<file path="src/dbg_pkg.sv">
package dbg_pkg;

  ////////////////////////////////////////////////////////////
  // Protocol bytes
  ////////////////////////////////////////////////////////////

  localparam logic [7:0] CMD_READ  = 8'h11;
  localparam logic [7:0] CMD_WRITE = 8'h12;
  localparam logic [7:0] CMD_EXEC  = 8'h13;
  localparam logic [7:0] RSP_ACK   = 8'h06;
  localparam logic [7:0] RSP_EOT   = 8'h04;

  ////////////////////////////////////////////////////////////
  // Field lengths
  ////////////////////////////////////////////////////////////

  // Address and length fields, both little-endian
  localparam int unsigned FIELD_BYTES = 8;
  localparam int unsigned HDR_CNT_W   = $clog2(2 * FIELD_BYTES);
  // Only the low length bytes are counted
  localparam int unsigned LEN_W       = 16;
  localparam int unsigned EXEC_ADDR_W = 64;

  // Memory geometry
  localparam int unsigned MEM_ADDR_W  = 10;
  localparam int unsigned MEM_BYTES   = 1 << MEM_ADDR_W;

  // FIFO depths
  localparam int unsigned RX_FIFO_DEPTH = 16;
  localparam int unsigned TX_FIFO_DEPTH = 8;
  localparam int unsigned CREDIT_W      = $clog2(TX_FIFO_DEPTH + 1);

endpackage

</file>
<file path="src/byte_fifo.sv">
`timescale 1ns/1ps

module byte_fifo import dbg_pkg::*; #(
  parameter int unsigned DEPTH = TX_FIFO_DEPTH
) (
  input  logic       clk,
  input  logic       arst_n_i,
  input  logic       push_i,
  input  logic [7:0] data_i,
  input  logic       pop_i,
  output logic [7:0] data_o,
  output logic       empty_o,
  output logic       credit_o
);

  localparam int unsigned PTR_W = (DEPTH > 1) ? $clog2(DEPTH) : 1;

  logic [7:0]       mem_q [DEPTH];
  logic [PTR_W-1:0] wr_ptr_q, rd_ptr_q;
  logic [PTR_W:0]   count_q;
  logic             full, do_push, do_pop;

  assign full     = count_q == (PTR_W + 1)'(DEPTH);
  assign empty_o  = count_q == '0;
  // A push into a full FIFO is lost
  assign do_push  = push_i && !full;
  assign do_pop   = pop_i && !empty_o;
  assign credit_o = do_pop;
  assign data_o   = mem_q[rd_ptr_q];

  always_ff @(posedge clk) begin
    if (do_push) mem_q[wr_ptr_q] <= data_i;
  end

  always_ff @(posedge clk or negedge arst_n_i) begin
    if (!arst_n_i) begin
      wr_ptr_q <= '0;
      rd_ptr_q <= '0;
      count_q  <= '0;
    end else begin
      if (do_push) wr_ptr_q <= (wr_ptr_q == PTR_W'(DEPTH - 1)) ? '0 : wr_ptr_q + 1'b1;
      if (do_pop) rd_ptr_q <= (rd_ptr_q == PTR_W'(DEPTH - 1)) ? '0 : rd_ptr_q + 1'b1;
      if (do_push && !do_pop) count_q <= count_q + 1'b1;
      else if (!do_push && do_pop) count_q <= count_q - 1'b1;
    end
  end

endmodule

</file>
<file path="config.mk">
export PLATFORM = sky130hd
export DESIGN_NAME = byte_fifo
export DESIGN_NICKNAME = d
export VERILOG_FILES = /design/src/dbg_pkg.sv /design/src/byte_fifo.sv
export SDC_FILE = /design/constraint.sdc
export NUM_CORES = 1
export LEC_CHECK = 0
export ABC_AREA = 1
export BUFFER_PORTS_ARGS = -buffer_cell sky130_fd_sc_hd__buf_2
export CORE_UTILIZATION = 54
export CTS_CLUSTER_DIAMETER = 100
export DETAILED_ROUTE_END_ITERATION = 12
export PLACE_DENSITY_LB_ADDON = 0.12
export SYNTH_ARGS = -nofsm -noshare
export SYNTH_HDL_FRONTEND = slang
export SYNTH_SLANG_ARGS = --single-unit
</file>
<file path="constraint.sdc">
create_clock -name clk -period 1.85 [get_ports clk]
set_input_delay 0.185 -clock clk [delete_from_list [all_inputs] [get_ports clk]]
set_output_delay 0.185 -clock clk [all_outputs]
set_load 0.01 [all_outputs]
</file>
==> results.cfg <==
[outcome]
outcome = complete, no violations

[floorplanning]
core_area_sq_um = 5675
num_rows = 27
ios = 22
die_height_microns = 79.66
die_area_sq_um = 6346
die_width_microns = 79.66
initial_core_util_pct = 57.39

[place]
dpl.hpwl_microns = 4083
place_congestion = 0.8104
port_buffers = 21

[synthesis]
synth-seq-cells = 74
syn-num-nets = 321
ys_top_cells_by_count = nand2_1 (118), edfxtp_1 (64), nor2_1 (26)
yosysTopAreaCellShare_pct = 59.01
postSynthCellCount = 301
synth_most_common_cell = nand2_1
ys_warn_count = 0
async_flop_share_pct = 13.51
synth_area_sq_um = 3257
synth_edf_count = 64
syn_area_per_cell_sq_um = 10.82
synth_area_leaders = edfxtp_1 (59%), nand2_1 (14%), dfrtp_1 (7.7%)
yosys.area.top_type = edfxtp_1
yosysSeqAreaShare_pct = 66.69
synth.distinct_cells = 22
synth_ff_type = edfxtp_1

[cells_and_area]
diodes = 0
drive_gt1_share_pct = 23.01
syn_to_final_growth_pct = 16.98
layout.nets = 367

[routing]
routed_via_density = 5.116
wl_microns = 6326
dr.pass1.iters = 4
wl_per_cell_microns = 14.92
remaining_drc_errors = 0
drtIter0Drc = 107
dr_total_vias = 2169
ant_nets = 0

[critical_path]
r2r_start = count_q[1]$_DFFE_PN0P_
timing.rr.end = mem_q[0][4]$_DFFE_PP_
crit_type = reg -> reg
rrSetupSlack_ns = 0.06
cp.arrival_ns = 1.77
startpoint = count_q[1]$_DFFE_PN0P_
endpoint_kind = flop
cp_max_fo = 8
start_kind = flop
cp.required_ns = 1.82
reg2regPathDepth = 6

[global_route]
grt_max_degree = 34
grt_use_met2_pct = 34.87
grt_pass1_vias = 2018
grt_antenna_before_repair = 0
grtUsageMet1_pct = 29.43
grt.busiest_layer = met2
grt_pass1_wl_microns = 9942
track_usage_pct = 22.54
grt.met3_usage_pct = 6.171
grt_overflow = 0

[sta]
fin_skew_ns = 0.006845
final_max_slew_viol_count = 0
finalHoldViolations = 0
period_share_pct = 96.97
rsz0062_at_grt = true
whs_ns = 0.1118
max_freq_mhz = 557.4
min_period_ns = 1.794
setup_tns_ns = 0
setup_violations = 0
relSlewSlack_pct = 45.60
worst_slew_pin_slew_ns = 0.8130

[clock_network]
clk_root_buffer_cell = clkbuf_8
clockBufferDepth = 2
clk_latency_ns = 0.35
ctsHtreeMaxLevel = 3
tritoncts = yes
cts_num_sinks = 74
numCtsBuffers = 9
clkTransAtPathRegs_ns = 0.07

[hold_path]
holdPathStages = 1
min_from = data_i[6]
hold_path_class = in -> reg
min_to = mem_q[3][6]$_DFFE_PP_

[power_and_ir_drop]
p_leak_nw = 1.584
p_total_mw = 6.000
peakVddDrop_v = 0.0009314
p_per_area_nw_per_um2 = 1575

[run]
cap_violations = 0
-- worst max path at each step --
| stage | to | slack (ns) | depth (start not counted) |
|---|---|---|---|
| floorplan | count_q[3]$_DFFE_PN0P_ | 0.01 | 12 |
| global placement | count_q[3]$_DFFE_PN0P_ | 0.05 | 12 |
| detailed placement | count_q[3]$_DFFE_PN0P_ | 0.01 | 12 |
| CTS | count_q[3]$_DFFE_PN0P_ | 0.02 | 12 |
| global route | count_q[3]$_DFFE_PN0P_ | -0.06 | 12 |
| finish | mem_q[0][4]$_DFFE_PP_ | 0.06 | 6 |
-- cell usage in the layout (no fill, tap or decap), drive strengths merged --
| cell type | synthesis | layout |
|---|---|---|
| nor2 | 26 | 26 |
| bufinv | 0 | 1 |
| clkinvlp | 0 | 1 |
| ha | 7 | 7 |
| inv | 13 | 12 |
| clkbuf | 1 | 10 |
| buf | 10 | 45 |
| dfrtp | 10 | 10 |
| nand2 | 119 | 119 |
| a21oi | 1 | 1 |
| nand3 | 4 | 4 |
| or2 | 2 | 2 |
| edfxtp | 64 | 64 |
| clkinv | 2 | 7 |
| dlygate4sd3 | 0 | 1 |
| xnor2 | 2 | 2 |
| fa | 1 | 1 |
| o21ai | 39 | 39 |
-- through the flow --
step	setup WS, ns	util, %	instances	instance area, sq um
after floorplan	0.01160	-	301	3284
after global placement	0.04712	62.35	404	3538
after detailed placement	0.01129	62.35	404	3538
after CTS	0.01659	65.92	421	3741
after global routing	-0.05518	67.13	424	3810
final	0.05607	67.13	424	3810
-- timing repair --
item	in CTS	in global routing
hold endpoints to repair	10	0
hold buffers	1	0
setup buffers	0	3
endpoints found under the setup margin	9	32
resized for setup	4	14
pin swaps	0	5
-- worst max-delay path, stage by stage (launching register included) --
cell	delay (ns)
dfrtp_1	0.40
nor2_4	0.06
nand3_2	0.07
nand2_2	0.08
inv_4	0.08
nand2_1	0.09
nor2_1	0.64
-- cell families (layout without fill, tap and decap cells) --
family                   Yosys count  after routing  share of synthesized area, %
AND/OR/NAND/NOR                  151            151                         17.79
adder cells (fa/ha/maj)            8              8                         3.304
XOR/XNOR                           2              2                        0.5379
flip-flops                        74             74                         66.69
buffers and inverters             26             77                         5.532
AO/OA/AOI/OAI                     40             40                         6.147
-- flip-flops by register name (all words and copies together) (netlist names) --
| name | count |
|---|---|
| rd_ptr_q | 3 |
| count_q | 4 |
| mem_q | 64 |
| wr_ptr_q | 3 |
-- where the power goes --
group / internal [mW] / switching, mW / total [mW]
sequential: 2.14 / 0.201 / 2.34
combinational: 1.00 / 1.49 / 2.49
clock: 0.613 / 0.560 / 1.17
-- area by class of cell --
type,instances,area (sq um)
Clock buffer,10,127.6
Clock inverter,6,57.56
Fill cell,463,1866
Inverter,15,78.83
Multi-Input combinational cell,201,969.7
Sequential cell,74,2175
Tap cell,72,90.09
Timing Repair Buffer,46,311.5
-- routing by layer --
metal,up-vias,share of wire [%]
li1,1095,-
met1,1008,43
met2,54,49
met3,12,5.6
met4,0,2.0
met5,-,0
No activity file was read; power rests on OpenSTA's default activity.
