`src/uart_pkg.sv`:
```
package uart_pkg;

  ////////////////////////////////////////////////////////////
  // Bit timing
  ////////////////////////////////////////////////////////////

  // System clocks per serial bit
  localparam int unsigned CLKS_PER_BIT = 16;
  // Start edge to middle of start bit
  localparam int unsigned HALF_BIT     = CLKS_PER_BIT / 2;
  localparam int unsigned BIT_CNT_W    = $clog2(CLKS_PER_BIT);

  ////////////////////////////////////////////////////////////
  // Frame shape
  ////////////////////////////////////////////////////////////

  // 8N1: start bit, data bits, one stop bit
  localparam int unsigned DATA_BITS    = 8;
  localparam int unsigned FRAME_BITS   = DATA_BITS + 2;
  localparam int unsigned FRAME_CNT_W  = $clog2(FRAME_BITS);

endpackage

```
`src/uart_tx.sv`:
```
`timescale 1ns/1ps

module uart_tx import uart_pkg::*; (
  input  logic                 clk,
  input  logic                 arst_n_i,
  input  logic                 empty_i,
  input  logic [DATA_BITS-1:0] data_i,
  output logic                 pop_o,
  output logic                 tx_o
);

  logic                   busy_q;
  logic [FRAME_BITS-1:0]  frame_q;
  logic [BIT_CNT_W-1:0]   clk_cnt_q;
  logic [FRAME_CNT_W-1:0] bit_cnt_q;

  assign pop_o = !busy_q && !empty_i;
  // Shift register refills with ones, so the line idles high
  assign tx_o  = frame_q[0];

  always_ff @(posedge clk or negedge arst_n_i) begin
    if (!arst_n_i) begin
      busy_q    <= 1'b0;
      frame_q   <= '1;
      clk_cnt_q <= '0;
      bit_cnt_q <= '0;
    end else if (pop_o) begin
      busy_q    <= 1'b1;
      frame_q   <= {1'b1, data_i, 1'b0};
      clk_cnt_q <= '0;
      bit_cnt_q <= '0;
    end else if (busy_q) begin
      if (clk_cnt_q == BIT_CNT_W'(CLKS_PER_BIT - 1)) begin
        clk_cnt_q <= '0;
        frame_q   <= {1'b1, frame_q[FRAME_BITS-1:1]};
        // Stop bit done
        if (bit_cnt_q == FRAME_CNT_W'(FRAME_BITS - 1)) begin
          busy_q <= 1'b0;
        end else begin
          bit_cnt_q <= bit_cnt_q + 1'b1;
        end
      end else begin
        clk_cnt_q <= clk_cnt_q + 1'b1;
      end
    end
  end

endmodule

```
`config.mk`:
```
export PLATFORM = sky130hd
export DESIGN_NAME = uart_tx
export DESIGN_NICKNAME = d
export VERILOG_FILES = /design/src/uart_pkg.sv /design/src/uart_tx.sv
export SDC_FILE = /design/constraint.sdc
export NUM_CORES = 1
export LEC_CHECK = 0
export CORE_UTILIZATION = 30
export CTS_BUF_LIST = sky130_fd_sc_hd__clkbuf_8
export CTS_CLUSTER_SIZE = 16
export DETAILED_ROUTE_END_ITERATION = 10
export DONT_BUFFER_PORTS = 1
export SETUP_SLACK_MARGIN = 0.5
export SLEW_MARGIN = 5
export SYNTH_ARGS = -nofsm -noshare
export SYNTH_HDL_FRONTEND = slang
export SYNTH_SLANG_ARGS = --single-unit
export TNS_END_PERCENT = 5
```
`constraint.sdc`:
```
create_clock -name clk -period 1.6 [get_ports clk]
set_input_delay 0.4 -clock clk [delete_from_list [all_inputs] [get_ports clk]]
set_output_delay 0.4 -clock clk [all_outputs]
set_load 0.03 [all_outputs]
```
==> results.toml <==
[outcome]
outcome = "complete, no violations"

[min_path]
min_to = "frame_q[8]"
hold_path.startpoint = "data_i[7]"
hold_depth = 2
min_path_type = "in2reg"

[setup_path]
crit_buf_inv = 1
worstRegToRegCells = 4
r2r-end = "bit_cnt_q[2]"
cp_slowest_stage_delay_ps = 390
worstSetupEndpointType = "primary output"
startpoint_type = "register"
cp_num_cells = 2
cp_max_fo = 3
crit_required_ps = 1200
crit_type = "reg2out"
crit-reg2reg-launch = "clk_cnt_q[0]"
worstPathCellList = "or2_4 -> inv_8"
cp_slowest_cell = "dfrtp_1"
r2r_slack_ps = 270
critical_path.top_delay_family = "flip-flops"
cp_data_arrival_time_ps = 1010

[yosys]
synth_cell_types = 26
synthSimpleGateAreaFrac_pct = 15.9
synth_fa_ha_area_share_pct = 4.12
synth_compound_area_share_pct = 13.7
muxShareOfSynthArea_pct = 8.78
ys_ff_latch = 18
syn_area_per_cell_um2 = 10.4
synth_cells = 88
yosysSeqAreaShare_pct = 50.6
yosysWarnings = 0
synth_top_family_by_area = "simple AND/OR/NAND/NOR gates"
yosys.area_share.xor_xnor_pct = 0
syn_nets = 102
synth_area_um2 = 912

[power_and_ir_drop]
power.density_mw_per_mm2 = 1680
finalPower_mw = 1.78
irDropWorstVdd_mv = 0.954
power_leakage_nw = 0.474

[sta]
rsz0062_at_grt = "true"
final_max_slew_viol_count = 0
hold_viol = 0
period_minus_slack_ps = 1410
max-slew-margin-rel_pct = 48.7
setup_viol = 0
max_freq_mhz = 712
fin_crit_sh_pct = 87.8
skew_ps = 6.57
tightestPinTransition_ps = 767
setup_tns_ps = 0

[final_layout]
stdcell_count = 123
layout.nets = 107
syn2layout_area_growth_pct = 16.7
antenna_cells = 0
drive_gt1_share_pct = 31.5
fillers = 282

[cts]
cts.sinks = 18
htree_levels = 1
cts_root_buf = "clkbuf_8"
clk_path_buf_depth = 2
cts_made_buffers = 3
worstSkewPairLatency_ps = 250
clk_pin_slew_worst_paths_ps = 70
cts_tree = "built"

[placed_design]
placed_cells = 115
gp_congestion = 0.694
io_buffers = 0
dp_hpwl_mm = 1.25

[global_route]
grt_pass1_vias = 631
grt_max_degree = 19
grt_antenna_before_repair = 0
grt_usage_pct = 12.1
grt.overflow.total = 0
grt_pass1_wl_mm = 3.02

[route]
num_vias = 644
wirelength_mm = 1.66
first_pass_iters = 2
antenna_left = 0
dr.first_iter.drc_count = 2
wl_per_cell_um = 13.5
post_drt_via_cell_ratio = 5.24
drcViolationCount = 0

[floorplanning]
rows = 19
core_area_mm2 = 0.00283
start_util_pct = 32.2
die_area_mm2 = 0.00326
die-height_um = 57.1
ios = 13
dieWidth_um = 57.1

[run]
cap_violations = 0
-- cell usage after synthesis --
cell      count  area [um2]
nor3_1        1        5.00
and3b_1       1        8.76
nand4_1       3        18.8
dfstp_2       9         236
buf_6         3        33.8
o31ai_1       2        15.0
a22o_1        1        8.76
inv_1         2        7.51
nand2_1       7        26.3
o21ai_1       7        35.0
dfrtp_1       9         225
and4_1        1        8.76
o211ai_1      3        22.5
inv_2         1        3.75
a21oi_1       5        25.0
nand3_1       9        45.0
a31o_2        1        8.76
nor4b_1       1        8.76
or2_1         1        6.26
nor2b_1       1        6.26
nor2_1        3        11.3
mux2i_1       8        80.1
ha_1          3        37.5
clkbuf_1      2        7.51
o21ai_0       2        10.0
buf_2         2        10.0
-- worst reg2reg max path, cell delays in order, from the launching register on --
cell     delay [ps]
dfrtp_2         420
ha_4            170
and4_2          330
nand2_1          80
a31o_2          240
-- through the flow --
stage	setup WS [ps]	util [%]	instance area, um2	hold WS (ps)
finish	195	37.6	1060	270
global route	161	37.6	1060	305
CTS	174	36.8	1040	266
detailed placement	177	34.1	966	106
global placement	192	34.1	966	105
floorplan	305	-	950	104
-- registers in the layout, indices dropped and copies added, names as in the netlist --
register,count
bit_cnt_q,4
frame_q,9
clk_cnt_q,4
busy_q,1
-- layout by cell type (no fill, tap or decap) --
| cell type | n |
|---|---|
| dfstp_2 | 9 |
| mux2i_1 | 8 |
| o21ai_1 | 7 |
| nor4b_2 | 1 |
| ha_1 | 1 |
| and4_2 | 1 |
| nor2b_1 | 1 |
| a22o_1 | 1 |
| inv_8 | 1 |
| or2_4 | 1 |
| buf_4 | 5 |
| and3b_1 | 1 |
| a31o_2 | 1 |
| a21oi_1 | 5 |
| dlygate4sd3_1 | 1 |
| inv_1 | 2 |
| o211ai_1 | 3 |
| clkbuf_8 | 4 |
| ha_4 | 1 |
| dfrtp_2 | 2 |
| o31ai_1 | 2 |
| dfrtp_1 | 7 |
| nand3_1 | 9 |
| nand2_1 | 7 |
| nand4_1 | 3 |
| nor3_1 | 1 |
| o21ai_0 | 2 |
| ha_2 | 1 |
| nor2_4 | 1 |
| nor2_1 | 2 |
| buf_12 | 1 |
-- cell families after synthesis --
kind of cell               after synthesis
buffers and inverters                   10
DFF                                     18
adders and majority gates                3
muxes                                    8
and+or+nand+nor                         28
AOI/OAI and AO/OA                       21
-- power breakdown --
group	internal, mW	switching (mW)	total (mW)
combinational	0.281	0.264	0.544
sequential	0.697	0.183	0.880
clock	0.218	0.141	0.359
-- final cells by class --
| cell class | count | area, um2 | share of cell area (%) |
|---|---|---|---|
| clock buffers | 4 | 55.1 | 5.17 |
| well taps | 31 | 38.8 | 3.64 |
| repair buffers | 7 | 67.6 | 6.35 |
| flip-flops and latches | 18 | 464 | 43.6 |
| multi-input cells | 60 | 420 | 39.5 |
| inverters | 3 | 18.8 | 1.76 |
-- how the worst max path moves through the flow --
stage	start	endpoint
3_5_place_dp	empty_i	frame_q[5]
3_3_place_gp	empty_i	frame_q[2]
5_1_grt	busy_q	pop_o
2_1_floorplan	busy_q	pop_o
6_report	busy_q	pop_o
4_1_cts	busy_q	pop_o
-- what timing repair did --
item                                   in CTS  in global routing
endpoints found under the hold margin      18                  0
hold buffers                                1                  0
setup endpoints to repair                  17                 38
gates resized for setup                     2                  4
setup buffers                               1                  2
pin swaps                                   1                  1
-- per-layer routing --
| metal | routed length (um) | track usage (%) | up-vias |
|---|---|---|---|
| met5 | 0 | 0 | - |
| met4 | 19 | 3.14 | 0 |
| met3 | 69 | 4.99 | 2 |
| met2 | 770 | 18.0 | 11 |
| met1 | 803 | 16.4 | 306 |
| li1 | - | - | 325 |
Note: power is estimated with default switching activity, not from simulation.
