### src/uart_pkg.sv
package uart_pkg;

  ////////////////////////////////////////////////////////////
  // Bit timing
  ////////////////////////////////////////////////////////////

  // System clocks per serial bit
  localparam int unsigned CLKS_PER_BIT = 16;
  // Start edge to middle of start bit
  localparam int unsigned HALF_BIT     = CLKS_PER_BIT / 2;
  localparam int unsigned BIT_CNT_W    = $clog2(CLKS_PER_BIT);

  ////////////////////////////////////////////////////////////
  // Frame shape
  ////////////////////////////////////////////////////////////

  // 8N1: start bit, data bits, one stop bit
  localparam int unsigned DATA_BITS    = 8;
  localparam int unsigned FRAME_BITS   = DATA_BITS + 2;
  localparam int unsigned FRAME_CNT_W  = $clog2(FRAME_BITS);

endpackage

### src/uart_rx.sv
`timescale 1ns/1ps

module uart_rx import uart_pkg::*; (
  input  logic                 clk,
  input  logic                 arst_n_i,
  input  logic                 rx_i,
  output logic                 valid_o,
  output logic [DATA_BITS-1:0] data_o
);

  typedef enum logic [1:0] {
    RX_IDLE,
    RX_START,
    RX_DATA,
    RX_STOP
  } rx_state_e;

  rx_state_e              state_q;
  logic                   rx_meta_q, rx_sync_q, rx_prev_q;
  logic [BIT_CNT_W-1:0]   clk_cnt_q;
  logic [FRAME_CNT_W-1:0] bit_cnt_q;
  logic [DATA_BITS-1:0]   shift_q;
  logic                   valid_q;
  logic                   bit_end;

  assign bit_end = clk_cnt_q == BIT_CNT_W'(CLKS_PER_BIT - 1);
  assign valid_o = valid_q;
  assign data_o  = shift_q;

  // Two-flop synchronizer plus one flop for edge detection
  always_ff @(posedge clk or negedge arst_n_i) begin
    if (!arst_n_i) begin
      rx_meta_q <= 1'b1;
      rx_sync_q <= 1'b1;
      rx_prev_q <= 1'b1;
    end else begin
      rx_meta_q <= rx_i;
      rx_sync_q <= rx_meta_q;
      rx_prev_q <= rx_sync_q;
    end
  end

  always_ff @(posedge clk or negedge arst_n_i) begin
    if (!arst_n_i) begin
      state_q   <= RX_IDLE;
      clk_cnt_q <= '0;
      bit_cnt_q <= '0;
      valid_q   <= 1'b0;
    end else begin
      valid_q   <= 1'b0;
      clk_cnt_q <= clk_cnt_q + 1'b1;
      case (state_q)
        RX_IDLE: begin
          clk_cnt_q <= '0;
          if (rx_prev_q && !rx_sync_q) state_q <= RX_START;
        end
        RX_START: begin
          // Glitch filter at middle of start bit
          if (clk_cnt_q == BIT_CNT_W'(HALF_BIT - 1)) begin
            clk_cnt_q <= '0;
            bit_cnt_q <= '0;
            state_q   <= rx_sync_q ? RX_IDLE : RX_DATA;
          end
        end
        RX_DATA: begin
          if (bit_end) begin
            bit_cnt_q <= bit_cnt_q + 1'b1;
            if (bit_cnt_q == FRAME_CNT_W'(DATA_BITS - 1)) state_q <= RX_STOP;
          end
        end
        default: begin
          // Frames with a low stop bit are dropped
          if (bit_end) begin
            valid_q <= rx_sync_q;
            state_q <= RX_IDLE;
          end
        end
      endcase
    end
  end

  // LSB arrives first
  always_ff @(posedge clk) begin
    if (state_q == RX_DATA && bit_end) shift_q <= {rx_sync_q, shift_q[DATA_BITS-1:1]};
  end

endmodule

### config.mk
export PLATFORM = sky130hd
export DESIGN_NAME = uart_rx
export DESIGN_NICKNAME = d
export VERILOG_FILES = /design/src/uart_pkg.sv /design/src/uart_rx.sv
export SDC_FILE = /design/constraint.sdc
export NUM_CORES = 1
export LEC_CHECK = 0
export ABC_CLOCK_PERIOD_IN_PS = 2360
export BUFFER_PORTS_ARGS = -buffer_cell sky130_fd_sc_hd__buf_4
export CAP_MARGIN = 0
export CORE_ASPECT_RATIO = 0.8
export CORE_UTILIZATION = 45
export CTS_CLUSTER_SIZE = 25
export DETAILED_ROUTE_END_ITERATION = 6
export HOLD_SLACK_MARGIN = 0.08
export PLACE_DENSITY = 0.63
export SYNTH_ARGS = -nofsm -noshare
export SYNTH_HDL_FRONTEND = slang
export SYNTH_SLANG_ARGS = --single-unit
### constraint.sdc
create_clock -name clk -period 2.36 [get_ports clk]
set_clock_uncertainty 0.2 [all_clocks]
set_input_delay 0.472 -clock clk [delete_from_list [all_inputs] [get_ports clk]]
set_output_delay 0.472 -clock clk [all_outputs]
set_load 0.05 [all_outputs]
==> flow_summary.yaml <==
run_status:
  status: "finished clean"
synthesis:
  ys_types: 30
  synth_fa_ha_area_share_pct: 2.59
  synth_edf_count: 8
  synth_ff_type: "dfrtp_1"
  synth_area_per_cell_sq_um: 13.0
  yosysSeqAreaShare_pct: 61.6
  ys_seq_elements: 22
  synth.net_count: 79
  syn_inst: 74
  synth_warnings: 0
  async_reset_ff_share_pct: 63.6
  synth_xor_area_share_pct: 1.82
  synth-compound-area-share_pct: 10.8
  synth_area_sq_um: 965
  yosys.area_share.simple_pct: 16.9
  synthMuxAreaShare_pct: 0
  synth_top_family_by_area: "simple AND/OR/NAND/NOR gates"
critical_path:
  crit_family: "simple AND/OR/NAND/NOR gates"
  crit_chain: "ha_1, and3_4, and3_4"
  crit_arrival_ns: 1.60
  cp_slowest_stage_delay_ns: 0.39
  crit_path_end_kind: "flop"
  required_ns: 2.19
  critical_path_class: "reg2reg"
  crit_slowest_cell: "dfrtp_1"
  cp_max_fo: 10
  worst-path-stages: 3
  path_buf_inv: 0
  rr_worst_depth: 3
  critPathLaunchType: "flop"
  cp_common_cell: "and3_4"
layout:
  final_util_pct: 55.4
  final_cell_mix: "11 x dfrtp_1, 11 x buf_4, 8 x edfxtp_1, 6 x a21oi_1, 6 x nor2_1"
  multi_input_area_sq_um: 309
  fin_nets: 92
  regArea_sq_um: 594
  syn2layout_area_growth_pct: 11.7
  antenna_cells: 0
  instances_no_fill: 110
  nFillCells: 165
  final_layout_size_suffix_gt1_share_pct: 27.9
drt:
  drt_first_pass_iters: 4
  via_per_inst: 5.52
  routedWlPerCell_um: 14.6
  vias: 607
  ant_nets: 0
  drt_iter0_markers: 11
  drc_errors: 0
  drt_wl_total_mm: 1.60
placement:
  port_buffers: 11
  hpwl_mm: 1.05
  dp_cells: 104
  place_ws_ns: 0.613
  place_congestion: 0.751
grt:
  grt_pass1_wl_mm: 2.77
  overflow: 0
  antenna_found_initial: 0
  grt_usage_pct: 17.1
  grt_start_max_net_pins: 15
  grt_pass1_vias: 590
floorplan:
  die_w_um: 53.8
  die-height_um: 43.4
  die-area_sq_um: 2330
  placementRows: 14
  initial_core_util_pct: 49.6
  io_pins: 12
  core_sq_um: 1940
power_and_ir_drop:
  p_clk_share_pct: 19.1
  p_int_uw: 608
  p_sw_share_pct: 34.3
  pwr-share-comb_pct: 21.4
  power.leakage_uw: 0.000415
  p_seq_share_pct: 59.5
  ir_drop_mv: 0.577
  powerDensity_nw_per_um2: 859
  p_sw_uw: 317
sta:
  fmax_mhz: 567
  maxSlewViolCount: 0
  layout_min_cycle_time_ns: 1.76
  fin_setup_tns_ns: 0
  rsz0062_at_grt: "no"
  finalCritPeriodShare_pct: 74.8
  relSlewSlack_pct: 76.6
  final_hold_viol_count: 0
  setup_viol: 0
  tightest_slew_ns: 0.347
  setup_slack_ns: 0.596
hold_path:
  holdCritPathClass: "reg2reg"
  min_path_cells: 0
clocking:
  cts_buffer_depth: 2
  root_buffer: "clkbuf_4"
  cts_tree: "yes"
  numCtsBuffers: 3
  hold_buffers: 2
  clock-sinks: 22
  cts_resized: 0
  ctsHtreeMaxLevel: 1
  cts_setup_buffers: 0
  clk_latency_ns: 0.31
  clkTransAtPathRegs_ns: 0.12
job:
  maxCapViolCount: 0
final cells by class:
cell class / instances / share of cell area (%)
clock buffers: 3 / 2.09
clock inverters: 1 / 0.348
inverters: 4 / 1.39
multi-input cells: 43 / 28.7
flip-flops and latches: 22 / 55.2
well taps: 24 / 2.79
repair buffers: 13 / 9.52
through the flow:
stage | hold WS [ns] | cell area, sq um | total power [uW]
5_1_grt | 0.171 | 1080 | 992
3_5_place_dp | 0.131 | 1030 | 751
4_1_cts | 0.165 | 1080 | 928
6_report | 0.163 | 1080 | 925
2_1_floorplan | -0.0236 | 965 | 754
3_3_place_gp | 0.130 | 1030 | 735
power groups by stage:
stage	Combinational [uW]	Sequential (uW)	Clock [uW]
6_report	198	551	177
5_1_grt	233	561	198
4_1_cts	198	547	183
3_5_place_dp	196	555	0
3_3_place_gp	189	546	0
2_1_floorplan	272	481	0
cells by family after synthesis:
kind of cell / count (synthesis)
AO/OA/AOI/OAI: 14
XOR/XNOR: 2
adder cells (fa/ha/maj): 2
buffers and inverters: 9
flip-flops: 22
AND/OR/NAND/NOR: 25
flip-flops by register name (all words and copies together), names as in the netlist:
name	cells
valid_o	1
clk_cnt_q	4
rx_prev_q	1
data_o	8
rx_sync_q	1
state_q	2
bit_cnt_q	4
rx_meta_q	1
layer usage:
| metal | global-route usage, % | share of wire, % |
|---|---|---|
| met5 | 0 | 0 |
| met4 | 4.74 | 1.2 |
| met3 | 7.37 | 4.4 |
| met2 | 22.5 | 43 |
| met1 | 25.6 | 52 |
synth_stat cells, types with 2 or more instances:
cell	instances	area share [%]
a211oi_2	2	2.6
a21oi_1	6	3.1
and3_4	2	2.3
buf_6	3	3.5
dfrtp_1	11	29
dfstp_2	3	8.2
edfxtp_1	8	25
ha_1	2	2.6
inv_1	4	1.6
nand2_1	2	0.78
nand3_1	3	1.6
nand3b_1	2	1.6
nand4b_1	2	1.8
nor2_1	6	2.3
nor3_1	2	1.0
xnor2_1	2	1.8
path summary, 6_finish.rpt:
kind / startpoint / end / slack (ns)
setup / recovery: clk_cnt_q[0] / data_o[7] / 0.60
hold / removal: rx_meta_q / rx_sync_q / 0.16
setup reg to reg: clk_cnt_q[0] / data_o[7] / 0.60
hold reg to reg: rx_meta_q / rx_sync_q / 0.16
max in group asynchronous: arst_n_i / rx_sync_q / 1.40
min in group asynchronous: arst_n_i / bit_cnt_q[1] / 0.32
(Power assumes the default switching activity.)
