`config.mk`:
```
export PLATFORM = sky130hd
export DESIGN_NAME = dbg_server
export DESIGN_NICKNAME = d
export VERILOG_FILES = /design/src/dbg_pkg.sv /design/src/dbg_server.sv
export SDC_FILE = /design/constraint.sdc
export NUM_CORES = 1
export LEC_CHECK = 0
export ABC_AREA = 1
export CAP_MARGIN = 20
export CORE_MARGIN = 3
export CORE_UTILIZATION = 35
export DETAILED_ROUTE_END_ITERATION = 12
export DONT_BUFFER_PORTS = 1
export PLACE_DENSITY_LB_ADDON = 0.05
export REMOVE_ABC_BUFFERS = 1
export SLEW_MARGIN = 20
export SYNTH_ARGS = -nofsm -noshare
export SYNTH_HDL_FRONTEND = slang
export SYNTH_SLANG_ARGS = --single-unit
```
`constraint.sdc`:
```
create_clock -name clk -period 3.6 [get_ports clk]
set_input_delay 0.72 -clock clk [delete_from_list [all_inputs] [get_ports clk]]
set_output_delay 0.72 -clock clk [all_outputs]
set_load 0.01 [all_outputs]
```
`src/dbg_pkg.sv`:
```
package dbg_pkg;

  ////////////////////////////////////////////////////////////
  // Protocol bytes
  ////////////////////////////////////////////////////////////

  localparam logic [7:0] CMD_READ  = 8'h11;
  localparam logic [7:0] CMD_WRITE = 8'h12;
  localparam logic [7:0] CMD_EXEC  = 8'h13;
  localparam logic [7:0] RSP_ACK   = 8'h06;
  localparam logic [7:0] RSP_EOT   = 8'h04;

  ////////////////////////////////////////////////////////////
  // Field lengths
  ////////////////////////////////////////////////////////////

  // Address and length fields, both little-endian
  localparam int unsigned FIELD_BYTES = 8;
  localparam int unsigned HDR_CNT_W   = $clog2(2 * FIELD_BYTES);
  // Only the low length bytes are counted
  localparam int unsigned LEN_W       = 16;
  localparam int unsigned EXEC_ADDR_W = 64;

  // Memory geometry
  localparam int unsigned MEM_ADDR_W  = 10;
  localparam int unsigned MEM_BYTES   = 1 << MEM_ADDR_W;

  // FIFO depths
  localparam int unsigned RX_FIFO_DEPTH = 16;
  localparam int unsigned TX_FIFO_DEPTH = 8;
  localparam int unsigned CREDIT_W      = $clog2(TX_FIFO_DEPTH + 1);

endpackage

```
`src/dbg_server.sv`:
```
`timescale 1ns/1ps

module dbg_server import dbg_pkg::*; (
  input  logic                   clk,
  input  logic                   arst_n_i,
  input  logic                   rx_empty_i,
  input  logic [7:0]             rx_data_i,
  output logic                   rx_pop_o,
  output logic                   tx_push_o,
  output logic [7:0]             tx_data_o,
  input  logic                   tx_credit_i,
  output logic                   mem_en_o,
  output logic                   mem_we_o,
  output logic [MEM_ADDR_W-1:0]  mem_addr_o,
  output logic [7:0]             mem_wdata_o,
  input  logic [7:0]             mem_rdata_i,
  output logic                   exec_valid_o,
  output logic [EXEC_ADDR_W-1:0] exec_addr_o
);

  typedef enum logic [2:0] {
    S_IDLE,
    S_HDR,
    S_ACK,
    S_RD_REQ,
    S_RD_DATA,
    S_WR_DATA,
    S_EOT
  } state_e;

  state_e                 state_q;
  logic [7:0]             op_q;
  logic [HDR_CNT_W-1:0]   hdr_cnt_q;
  logic [CREDIT_W-1:0]    credit_q;
  logic [EXEC_ADDR_W-1:0] addr_q;
  logic [LEN_W-1:0]       len_q;
  logic                   has_credit, hdr_last, len_field, rd_fire, wr_fire, last_byte;

  ////////////////////////////////////////////////////////////
  // Handshakes
  ////////////////////////////////////////////////////////////

  assign has_credit = credit_q != '0;
  assign rx_pop_o   = !rx_empty_i && (state_q inside {S_IDLE, S_HDR, S_WR_DATA});
  assign tx_push_o  = has_credit && (state_q inside {S_ACK, S_RD_DATA, S_EOT});
  assign rd_fire    = tx_push_o && state_q == S_RD_DATA;
  assign wr_fire    = rx_pop_o && state_q == S_WR_DATA;
  assign last_byte  = len_q == LEN_W'(1);

  always_comb begin
    case (state_q)
      S_RD_DATA: tx_data_o = mem_rdata_i;
      S_EOT:     tx_data_o = RSP_EOT;
      default:   tx_data_o = RSP_ACK;
    endcase
  end

  // Memory port, address wraps by truncation
  assign mem_en_o    = wr_fire || state_q == S_RD_REQ;
  assign mem_we_o    = wr_fire;
  assign mem_addr_o  = addr_q[MEM_ADDR_W-1:0];
  assign mem_wdata_o = rx_data_i;

  // Exec fires together with its ACK
  assign exec_valid_o = tx_push_o && state_q == S_ACK && op_q == CMD_EXEC;
  assign exec_addr_o  = addr_q;

  // Exec carries only the address field
  assign hdr_last  = (op_q == CMD_EXEC) ? hdr_cnt_q == HDR_CNT_W'(FIELD_BYTES - 1)
                                        : hdr_cnt_q == HDR_CNT_W'(2 * FIELD_BYTES - 1);
  assign len_field = hdr_cnt_q >= HDR_CNT_W'(FIELD_BYTES) &&
                     hdr_cnt_q < HDR_CNT_W'(FIELD_BYTES + LEN_W / 8);

  ////////////////////////////////////////////////////////////
  // Protocol FSM
  ////////////////////////////////////////////////////////////

  always_ff @(posedge clk or negedge arst_n_i) begin
    if (!arst_n_i) begin
      state_q   <= S_IDLE;
      op_q      <= '0;
      hdr_cnt_q <= '0;
    end else begin
      case (state_q)
        S_IDLE: begin
          hdr_cnt_q <= '0;
          if (rx_pop_o) begin
            op_q <= rx_data_i;
            if (rx_data_i == RSP_ACK) state_q <= S_ACK;
            else if (rx_data_i inside {CMD_READ, CMD_WRITE, CMD_EXEC}) state_q <= S_HDR;
          end
        end
        S_HDR: begin
          if (rx_pop_o) begin
            hdr_cnt_q <= hdr_cnt_q + 1'b1;
            if (hdr_last) state_q <= S_ACK;
          end
        end
        S_ACK: begin
          if (tx_push_o) begin
            if (op_q == CMD_READ) state_q <= (len_q == '0) ? S_EOT : S_RD_REQ;
            else if (op_q == CMD_WRITE) state_q <= (len_q == '0) ? S_EOT : S_WR_DATA;
            else state_q <= S_IDLE;
          end
        end
        S_RD_REQ: state_q <= S_RD_DATA;
        S_RD_DATA: begin
          // Read data stays on the memory port while out of credits
          if (rd_fire) state_q <= last_byte ? S_EOT : S_RD_REQ;
        end
        S_WR_DATA: begin
          if (wr_fire && last_byte) state_q <= S_EOT;
        end
        default: begin
          if (tx_push_o) state_q <= S_IDLE;
        end
      endcase
    end
  end

  // Header fields shift in LSB byte first
  always_ff @(posedge clk) begin
    if (state_q == S_HDR && rx_pop_o) begin
      if (hdr_cnt_q < HDR_CNT_W'(FIELD_BYTES)) begin
        addr_q <= {rx_data_i, addr_q[EXEC_ADDR_W-1:8]};
      end else if (len_field) begin
        len_q <= {rx_data_i, len_q[LEN_W-1:8]};
      end
    end else if (rd_fire || wr_fire) begin
      addr_q <= addr_q + 1'b1;
      len_q  <= len_q - 1'b1;
    end
  end

  // TX credits, one spent per push and one back per FIFO pop
  always_ff @(posedge clk or negedge arst_n_i) begin
    if (!arst_n_i) begin
      credit_q <= CREDIT_W'(TX_FIFO_DEPTH);
    end else if (tx_push_o && !tx_credit_i) begin
      credit_q <= credit_q - 1'b1;
    end else if (!tx_push_o && tx_credit_i) begin
      credit_q <= credit_q + 1'b1;
    end
  end

endmodule

```
==> results of run 1 <==
state kept, by name (all words and copies together) (netlist names):
| name | cells |
|---|---|
| credit_q | 4 |
| exec_addr_o | 64 |
| hdr_cnt_q | 4 |
| len_q | 16 |
| op_q | 8 |
| state_q | 3 |
Yosys cell counts:
cell type    n
a21oi_1      6
a31oi_1      6
buf_2        8
buf_4       21
buf_6        3
clkbuf_1     4
clkbuf_8     2
dfrtp_1     18
dfstp_2      1
edfxtp_1    80
ha_1         7
inv_1      108
inv_2        4
nand2_1    396
nand2_2     19
nand2_4      3
nand3_1     52
nand3_2      3
nand3b_1     1
nand4_1     17
nor2_1     156
nor2_2      23
nor2_4      16
nor3_1       9
nor3_2       1
nor3b_1      1
nor4_1       1
o21ai_0     51
o21ai_1     23
o31ai_1      2
o41ai_2      1
or2_2        3
xnor2_1      5
xor2_1      30
per-layer routing:
layer,wire length (µm),vias up
met5,0,-
met4,580,0
met3,882,29
met2,11520,136
met1,10560,2956
li1,-,3385
layout make-up:
class	instances	area [µm²]	share of cell area, %
multi-input cells	832	3930	49.68
flip-flops and latches	99	2879	36.40
inverters	112	420.4	5.315
well taps	270	337.8	4.271
clock buffers	9	225.2	2.847
clock inverters	7	75.07	0.9491
repair buffers	4	42.54	0.5378
power breakdown:
| group | internal (µW) | total, µW | switching [µW] |
|---|---|---|---|
| registers | 1940 | 2840 | 899 |
| clock network | 545 | 1020 | 476 |
| logic | 667 | 2130 | 1460 |
through the flow:
step | utilization [%] | TNS (ns) | power, µW | cells
2_1_floorplan | - | -85.57 | 4176 | 1043
3_3_place_gp | 36.90 | 0 | 5038 | 1317
3_5_place_dp | 36.90 | 0 | 5047 | 1317
4_1_cts | 38.35 | 0 | 6087 | 1333
5_1_grt | 38.35 | 0 | 6510 | 1333
6_report | 38.35 | 0 | 5992 | 1333
worst max-delay path, stage by stage (launching register included):
cell and delay, ns:
dfrtp_1 0.38, nor2_1 0.14, inv_1 0.05, nor2_1 0.24
nand2_1 0.12, nor4_1 0.57
cells by family after synthesis:
family | share of synthesized area [%]
buffers and inverters | 9.287
DFF | 38.50
adders and majority gates | 1.171
AOI/OAI and AO/OA | 6.275
and+or+nand+nor | 40.66
xor gates and xnor gates | 4.100
how the worst max path moves through the flow:
| stage | from | endpoint | slack, ns | cells past startpoint |
|---|---|---|---|---|
| 3_5_place_dp | rx_empty_i | len_q[12]$_DFFE_PP_ | 0.99 | 7 |
| 2_1_floorplan | rx_empty_i | exec_addr_o[0]$_DFFE_PP_ | -1.30 | 5 |
| 4_1_cts | op_q[7]$_DFFE_PN0P_ | exec_valid_o | 0.95 | 5 |
| 6_report | op_q[7]$_DFFE_PN0P_ | exec_valid_o | 1.03 | 5 |
| 3_3_place_gp | rx_empty_i | exec_addr_o[0]$_DFFE_PP_ | 1.07 | 6 |
| 5_1_grt | op_q[7]$_DFFE_PN0P_ | exec_valid_o | 0.83 | 5 |
==> out/results.txt, run 1 <==
Mapped Cells: 1081
num ports: 115
total CTS buffers: 9
Area contributors post-synth: edfxtp_1, nand2_1, nor2_1
launch point of the worst reg-to-reg path: state_q[1]$_DFFE_PN0P_
DR vias/cell: 4.881
FF+latch count, synth: 99
period utilization: 71.27%
Rel. slew slack: 51.48%
cell count of the worst reg-to-reg path: 8
GP Congestion: 0.9289
die height: 152.2 µm
flop2flop setup slack: 1.20 ns
GR Util met2: 35.71%
All-Layer GR Usage: 20.44%
post-route DRC violation count: 0
Cell Rows: 52
Leakage: 0.003257 µW
CTS tree: yes
pin count of the biggest net entering global routing: 68
Fillers: 2240
Slew Limit Fails: 0
Warnings, synthesis: 0
worst-margin pin slew: 0.7212 ns
hold crit path type: input port to asynchronous set/reset pin
clk_lat worst skew: 0.36 ns
Root Driver: clkbuf_16
worst clock skew: 0.01228 ns
critical path peak fanout: 3
Startpoint Class: register
Antenna Nets Post-Route: 0
Core Box Area: 0.02062 mm²
H-tree Lvls: 3
Hold WS: 0.05044 ns
Final Worst Setup Slack: 1.034 ns
pre-CTS WS: 0.9901 ns
post-synth top area cell: edfxtp_1
WS Path Type: register to primary output
Sink Count: 99
Max Cap Viol: 0
Max VDD drop: 0.3351 mV
post-detailed-placement half-perimeter wirelength: 18480 µm
# nets final: 1085
Final Cell Area: 0.007910 mm²
GRT met3 Usage: 3.067%
RSZ-0062 raised after global routing: false
Final Setup Violations: 0
end of the worst register-to-register path: exec_addr_o[15]$_DFFE_PP_
Fmax achieved: 389.7 MHz
arrival time worst endpoint: 1.85 ns
most used routing layer: met2
port buffer count: 0
CTS resizes: 0
commonest cells after routing, fill and taps aside: nand2_1, nor2_1, inv_1
clock slew at reported path FFs: 0.07 ns
Area Growth Syn to Fin: 5.790%
placed cell areas: 0.007610 mm²
Max clock buf depth: 2
initial DRC count: 431
initial antenna violation count: 0
die footprint: 0.02315 mm²
Crit. End Element: primary output
drt wl/cell: 17.66 µm
met1 Use GR: 25.95%
status: finished, final reports clean
total setup buffers inserted after CTS: 0
Final Hold Viols: 0
grt ovf: 0
Yosys top cell area share: 32.13%
most common cell after layout, fill and taps aside: nand2_1
detailed-route via count: 6506
register area share after synthesis: 38.50%
Tmin final: 2.566 ns
diode count: 0
vias in the first global route: 6496
DRT Wirelength: 23540 µm
Chip Width: 152.2 µm
Synth cell types: 34
fraction of layout cells with a size suffix above 1: 8.937%
Pre-Repair DR Iteration Count: 5
CTS Hold Bufs: 0
syn avg cell area: 6.917 µm²
Synth Cell Area: 0.007477 mm²
P per Cell Area: 757.5 mW/mm²
Initial Utilization: 36.25%
WP data required: 2.88 ns
first-pass GRT wire length: 37560 µm
Note: power is estimated with default switching activity, not from simulation.
==> inputs of run 2 (changes only) <==
- ABC_AREA: 1 -> 0
- clock period: 3.6 -> 2.63 ns (I/O delays scaled with it)
==> run 2 against run 1 <==
Synthesized cell count fell by 40%. Final cell count fell by 31%. Largest power group is now combinational cells. Clock power is 23% higher. Critical path type is now register to register. Non-clock buffer count increased by 66. Largest cell class unchanged. Core utilization grew 2.7 points. Area after synthesis shrank 16%. Clock skew is 0.0060 ns lower. Worst hold slack improved by 0.27 ns.
==> out/results.txt, run 2 <==
status: finished, final reports clean (unchanged)
Initial Utilization: 36.01% (was 36.25%)
post-synthesis mux area share: 2.115% (was 0%)
die height: 139.9 µm (was 152.2 µm)
worst-margin pin slew: 0.9047 ns (was 0.7212 ns)
Synth Cell Area: 0.006271 mm² (was 0.007477 mm²)
All-Layer GR Usage: 17.18% (was 20.44%)
diode count: 0 (unchanged)
post-synthesis compound-gate area fraction: 8.619% (was 6.275%)
hold crit path type: input port to register (was input port to asynchronous set/reset pin)
EDFF count, synth: 80 (unchanged)
Chip Width: 139.9 µm (was 152.2 µm)
Max Cap Viol: 0 (unchanged)
Cell Rows: 48 (was 52)
XOR/XNOR share of the synthesized area: 11.45% (was 4.100%)
crit-path cells: inv_1 -> ha_1 -> or4b_2 -> nor3_1 -> buf_4 -> nand2_1 -> inv_1 -> o21ai_0 -> mux2_2 (was nor2_1 -> inv_1 -> nor2_1 -> nand2_1 -> nor4_1)
Core Box Area: 0.01742 mm² (was 0.02062 mm²)
Yosys top cell area share: 38.31% (was 32.13%)
count leader, synth: nand2_1 (unchanged)
port buffer count: 0 (unchanged)
Crit. End Element: register (was primary output)
Leakage: 0.002404 µW (was 0.003257 µW)
commonest cells after routing, fill and taps aside: nand2_1, edfxtp_1, buf_4 (was nand2_1, nor2_1, inv_1)
Pre-Repair DR Iteration Count: 4 (was 5)
Final Setup Violations: 0 (unchanged)
launch point of the worst reg-to-reg path: len_q[1]$_DFFE_PP_ (was state_q[1]$_DFFE_PN0P_)
arrival time worst endpoint: 2.62 ns (was 1.85 ns)
Max VDD drop: 0.5590 mV (was 0.3351 mV)
post-synth top area cell: edfxtp_1 (unchanged)
Fmax achieved: 421.3 MHz
period utilization: 90.26%
CP dominant cell by count: inv_1 (was nor2_1)
Mapped Cells: 652 (was 1081)
fraction of layout cells with a size suffix above 1: 18.04% (was 8.937%)
WS Path Type: register to register (was register to primary output)
detailed-route via count: 4830 (was 6506)
setup TNS: 0 ns (unchanged)
first-pass GRT wire length: 27130 µm (was 37560 µm)
flop2flop setup slack: 0.26 ns (was 1.20 ns)
initial DRC count: 207 (was 431)
initial antenna violation count: 0 (unchanged)
worst clock skew: 0.006267 ns (was 0.01228 ns)
end of the worst register-to-register path: state_q[0]$_DFFE_PN0P_ (was exec_addr_o[15]$_DFFE_PP_)
register area share after synthesis: 45.91% (was 38.50%)
total CTS buffers: 9 (unchanged)
grt ovf: 0 (unchanged)
Synth cell types: 50 (was 34)
vias in the first global route: 4970 (was 6496)
Area contributors post-synth: edfxtp_1, dfrtp_1, xnor2_1 (was edfxtp_1, nand2_1, nor2_1)
Sink Count: 99 (unchanged)
Hold Path Depth: 1
Slowest Stage Delay on Critical Path: 0.69 ns (was 0.57 ns)
Warnings, synthesis: 0 (unchanged)
Slew Limit Fails: 0 (unchanged)
Synth async-reset ratio: 19.19% (unchanged)
clock slew at reported path FFs: 0.07 ns (about the same)
simple-gate share of the synthesized area: 25.74% (was 40.66%)
syn avg cell area: 9.618 µm² (was 6.917 µm²)
Startpoint Class: register (unchanged)
num ports: 115 (unchanged)
pin count of the biggest net entering global routing: 65 (was 68)
Hold Crit Start: rx_data_i[0]
Rel. slew slack: 39.49% (was 51.48%)
Final Hold Viols: 0 (unchanged)
Root Driver: clkbuf_16 (unchanged)
dominant synthesized flop cell: edfxtp_1 (unchanged)
DRT Wirelength: 16660 µm (was 23540 µm)
WHS Endpoint: op_q[0]$_DFFE_PN0P_
Tmin final: 2.374 ns
max reg flops: 64 (unchanged)
P per Cell Area: 1249 mW/mm² (was 757.5 mW/mm²)
Antenna Nets Post-Route: 0 (unchanged)
critical path peak fanout: 5 (was 3)
total setup buffers inserted after CTS: 0 (unchanged)
main combinational cell family by area after synthesis: simple AND/OR/NAND/NOR gates (unchanged)
DR vias/cell: 5.261 (was 4.881)
drt wl/cell: 18.15 µm (was 17.66 µm)
RSZ-0062 raised after global routing: false (unchanged)
WP data required: 2.87 ns (was 2.88 ns)
CP max stage cell: or4b_2 (was nor4_1)
FF+latch count, synth: 99 (unchanged)
post-route DRC violation count: 0 (unchanged)
H-tree Lvls: 3 (unchanged)
Max clock buf depth: 2 (unchanged)
post-detailed-placement half-perimeter wirelength: 12420 µm (was 18480 µm)
# nets final: 715 (was 1085)
clk_lat worst skew: 0.35 ns (was 0.36 ns)
most common cell after layout, fill and taps aside: nand2_1 (unchanged)
Commonest cells post-synth: nand2_1, edfxtp_1, o21ai_0 (was nand2_1, nor2_1, inv_1)
die footprint: 0.01956 mm² (was 0.02315 mm²)
Hold WS: 0.3200 ns (was 0.05044 ns)
Area Growth Syn to Fin: 13.89% (was 5.790%)
cell count of the worst reg-to-reg path: 9 (was 8)
Synth Area in Adders: 1.397% (was 1.171%)
CTS tree: yes (unchanged)
GP Congestion: 0.8136 (was 0.9289)
run 2: cells by family (layout without fill, tap and decap cells):
family                   after synthesis  count (layout)
multiplexers                          12              12
adder cells (fa/ha/maj)                7               7
AND/OR/NAND/NOR                      289             289
flip-flops                            99              99
buffers and inverters                 60             101
AO/OA/AOI/OAI                        103             103
XOR/XNOR                              82              82
run 2: cell type report:
class | instances | area [µm²]
fillers | 1759 | 10270
repair buffers | 70 | 540.5
multi-input cells | 493 | 3115
clock inverters | 7 | 43.79
flip-flops and latches | 99 | 2879
inverters | 15 | 56.30
clock buffers | 9 | 225.2
well taps | 225 | 281.5
run 2: how the worst max path moves through the flow:
| stage | startpoint | endpoint | slack [ns] |
|---|---|---|---|
| floorplan | state_q[1]$_DFFE_PN0P_ | len_q[0]$_DFFE_PP_ | -4.29 |
| global placement | len_q[1]$_DFFE_PP_ | state_q[0]$_DFFE_PN0P_ | 0.28 |
| detailed placement | credit_q[3]$_DFFE_PN1P_ | credit_q[2]$_DFFE_PN0P_ | 0.23 |
| CTS | credit_q[3]$_DFFE_PN1P_ | credit_q[2]$_DFFE_PN0P_ | 0.22 |
| global route | len_q[1]$_DFFE_PP_ | state_q[2]$_DFFE_PN0P_ | 0.06 |
| finish | len_q[1]$_DFFE_PP_ | state_q[0]$_DFFE_PN0P_ | 0.26 |
run 2: layer usage:
layer | track usage, % | vias up | share of wire [%]
li1 | - | 2382 | -
met1 | 21.07 | 2320 | 42
met2 | 29.35 | 120 | 50
met3 | 6.186 | 8 | 7.3
met4 | 3.315 | 0 | 0.84
met5 | 0 | - | 0
run 2: report_power, final:
| part | leakage, µW | switching [µW] | internal (µW) |
|---|---|---|---|
| combinational | 0.00129 | 2400 | 1590 |
| sequential | 0.000985 | 790 | 2890 |
| clock | 0.000125 | 610 | 638 |
| total | 0.00240 | 3800 | 5120 |
run 2: repair_timing:
| item | in CTS | in global routing |
|---|---|---|
| endpoints found under the hold margin | 19 | 0 |
| gates resized for setup | 0 | 1 |
| hold buffers | 1 | 0 |
| setup endpoints to repair | 0 | 1 |
run 2: metrics by stage:
stage / utilization (%) / setup WS [ns] / total power (µW) / instances / cell area [µm²]
final: 41.01 / 0.2562 / 8918 / 918 / 7142
after global routing: 41.01 / 0.05523 / 9638 / 918 / 7142
after CTS: 40.98 / 0.2240 / 9062 / 918 / 7137
after detailed placement: 39.38 / 0.2305 / 7769 / 901 / 6858
after global placement: 39.38 / 0.2782 / 7707 / 901 / 6858
after floorplan: - / -4.290 / 5554 / 607 / 6028
run 2: worst max-delay path, delay by kind of cell, from the launching register on:
kind / cells / cell delay [ns]
flops: 1 / 0.43
fa+ha+maj: 1 / 0.19
mux: 1 / 0.26
buf+inv: 3 / 0.33
simple gates: 3 / 0.99
compound gates: 1 / 0.06
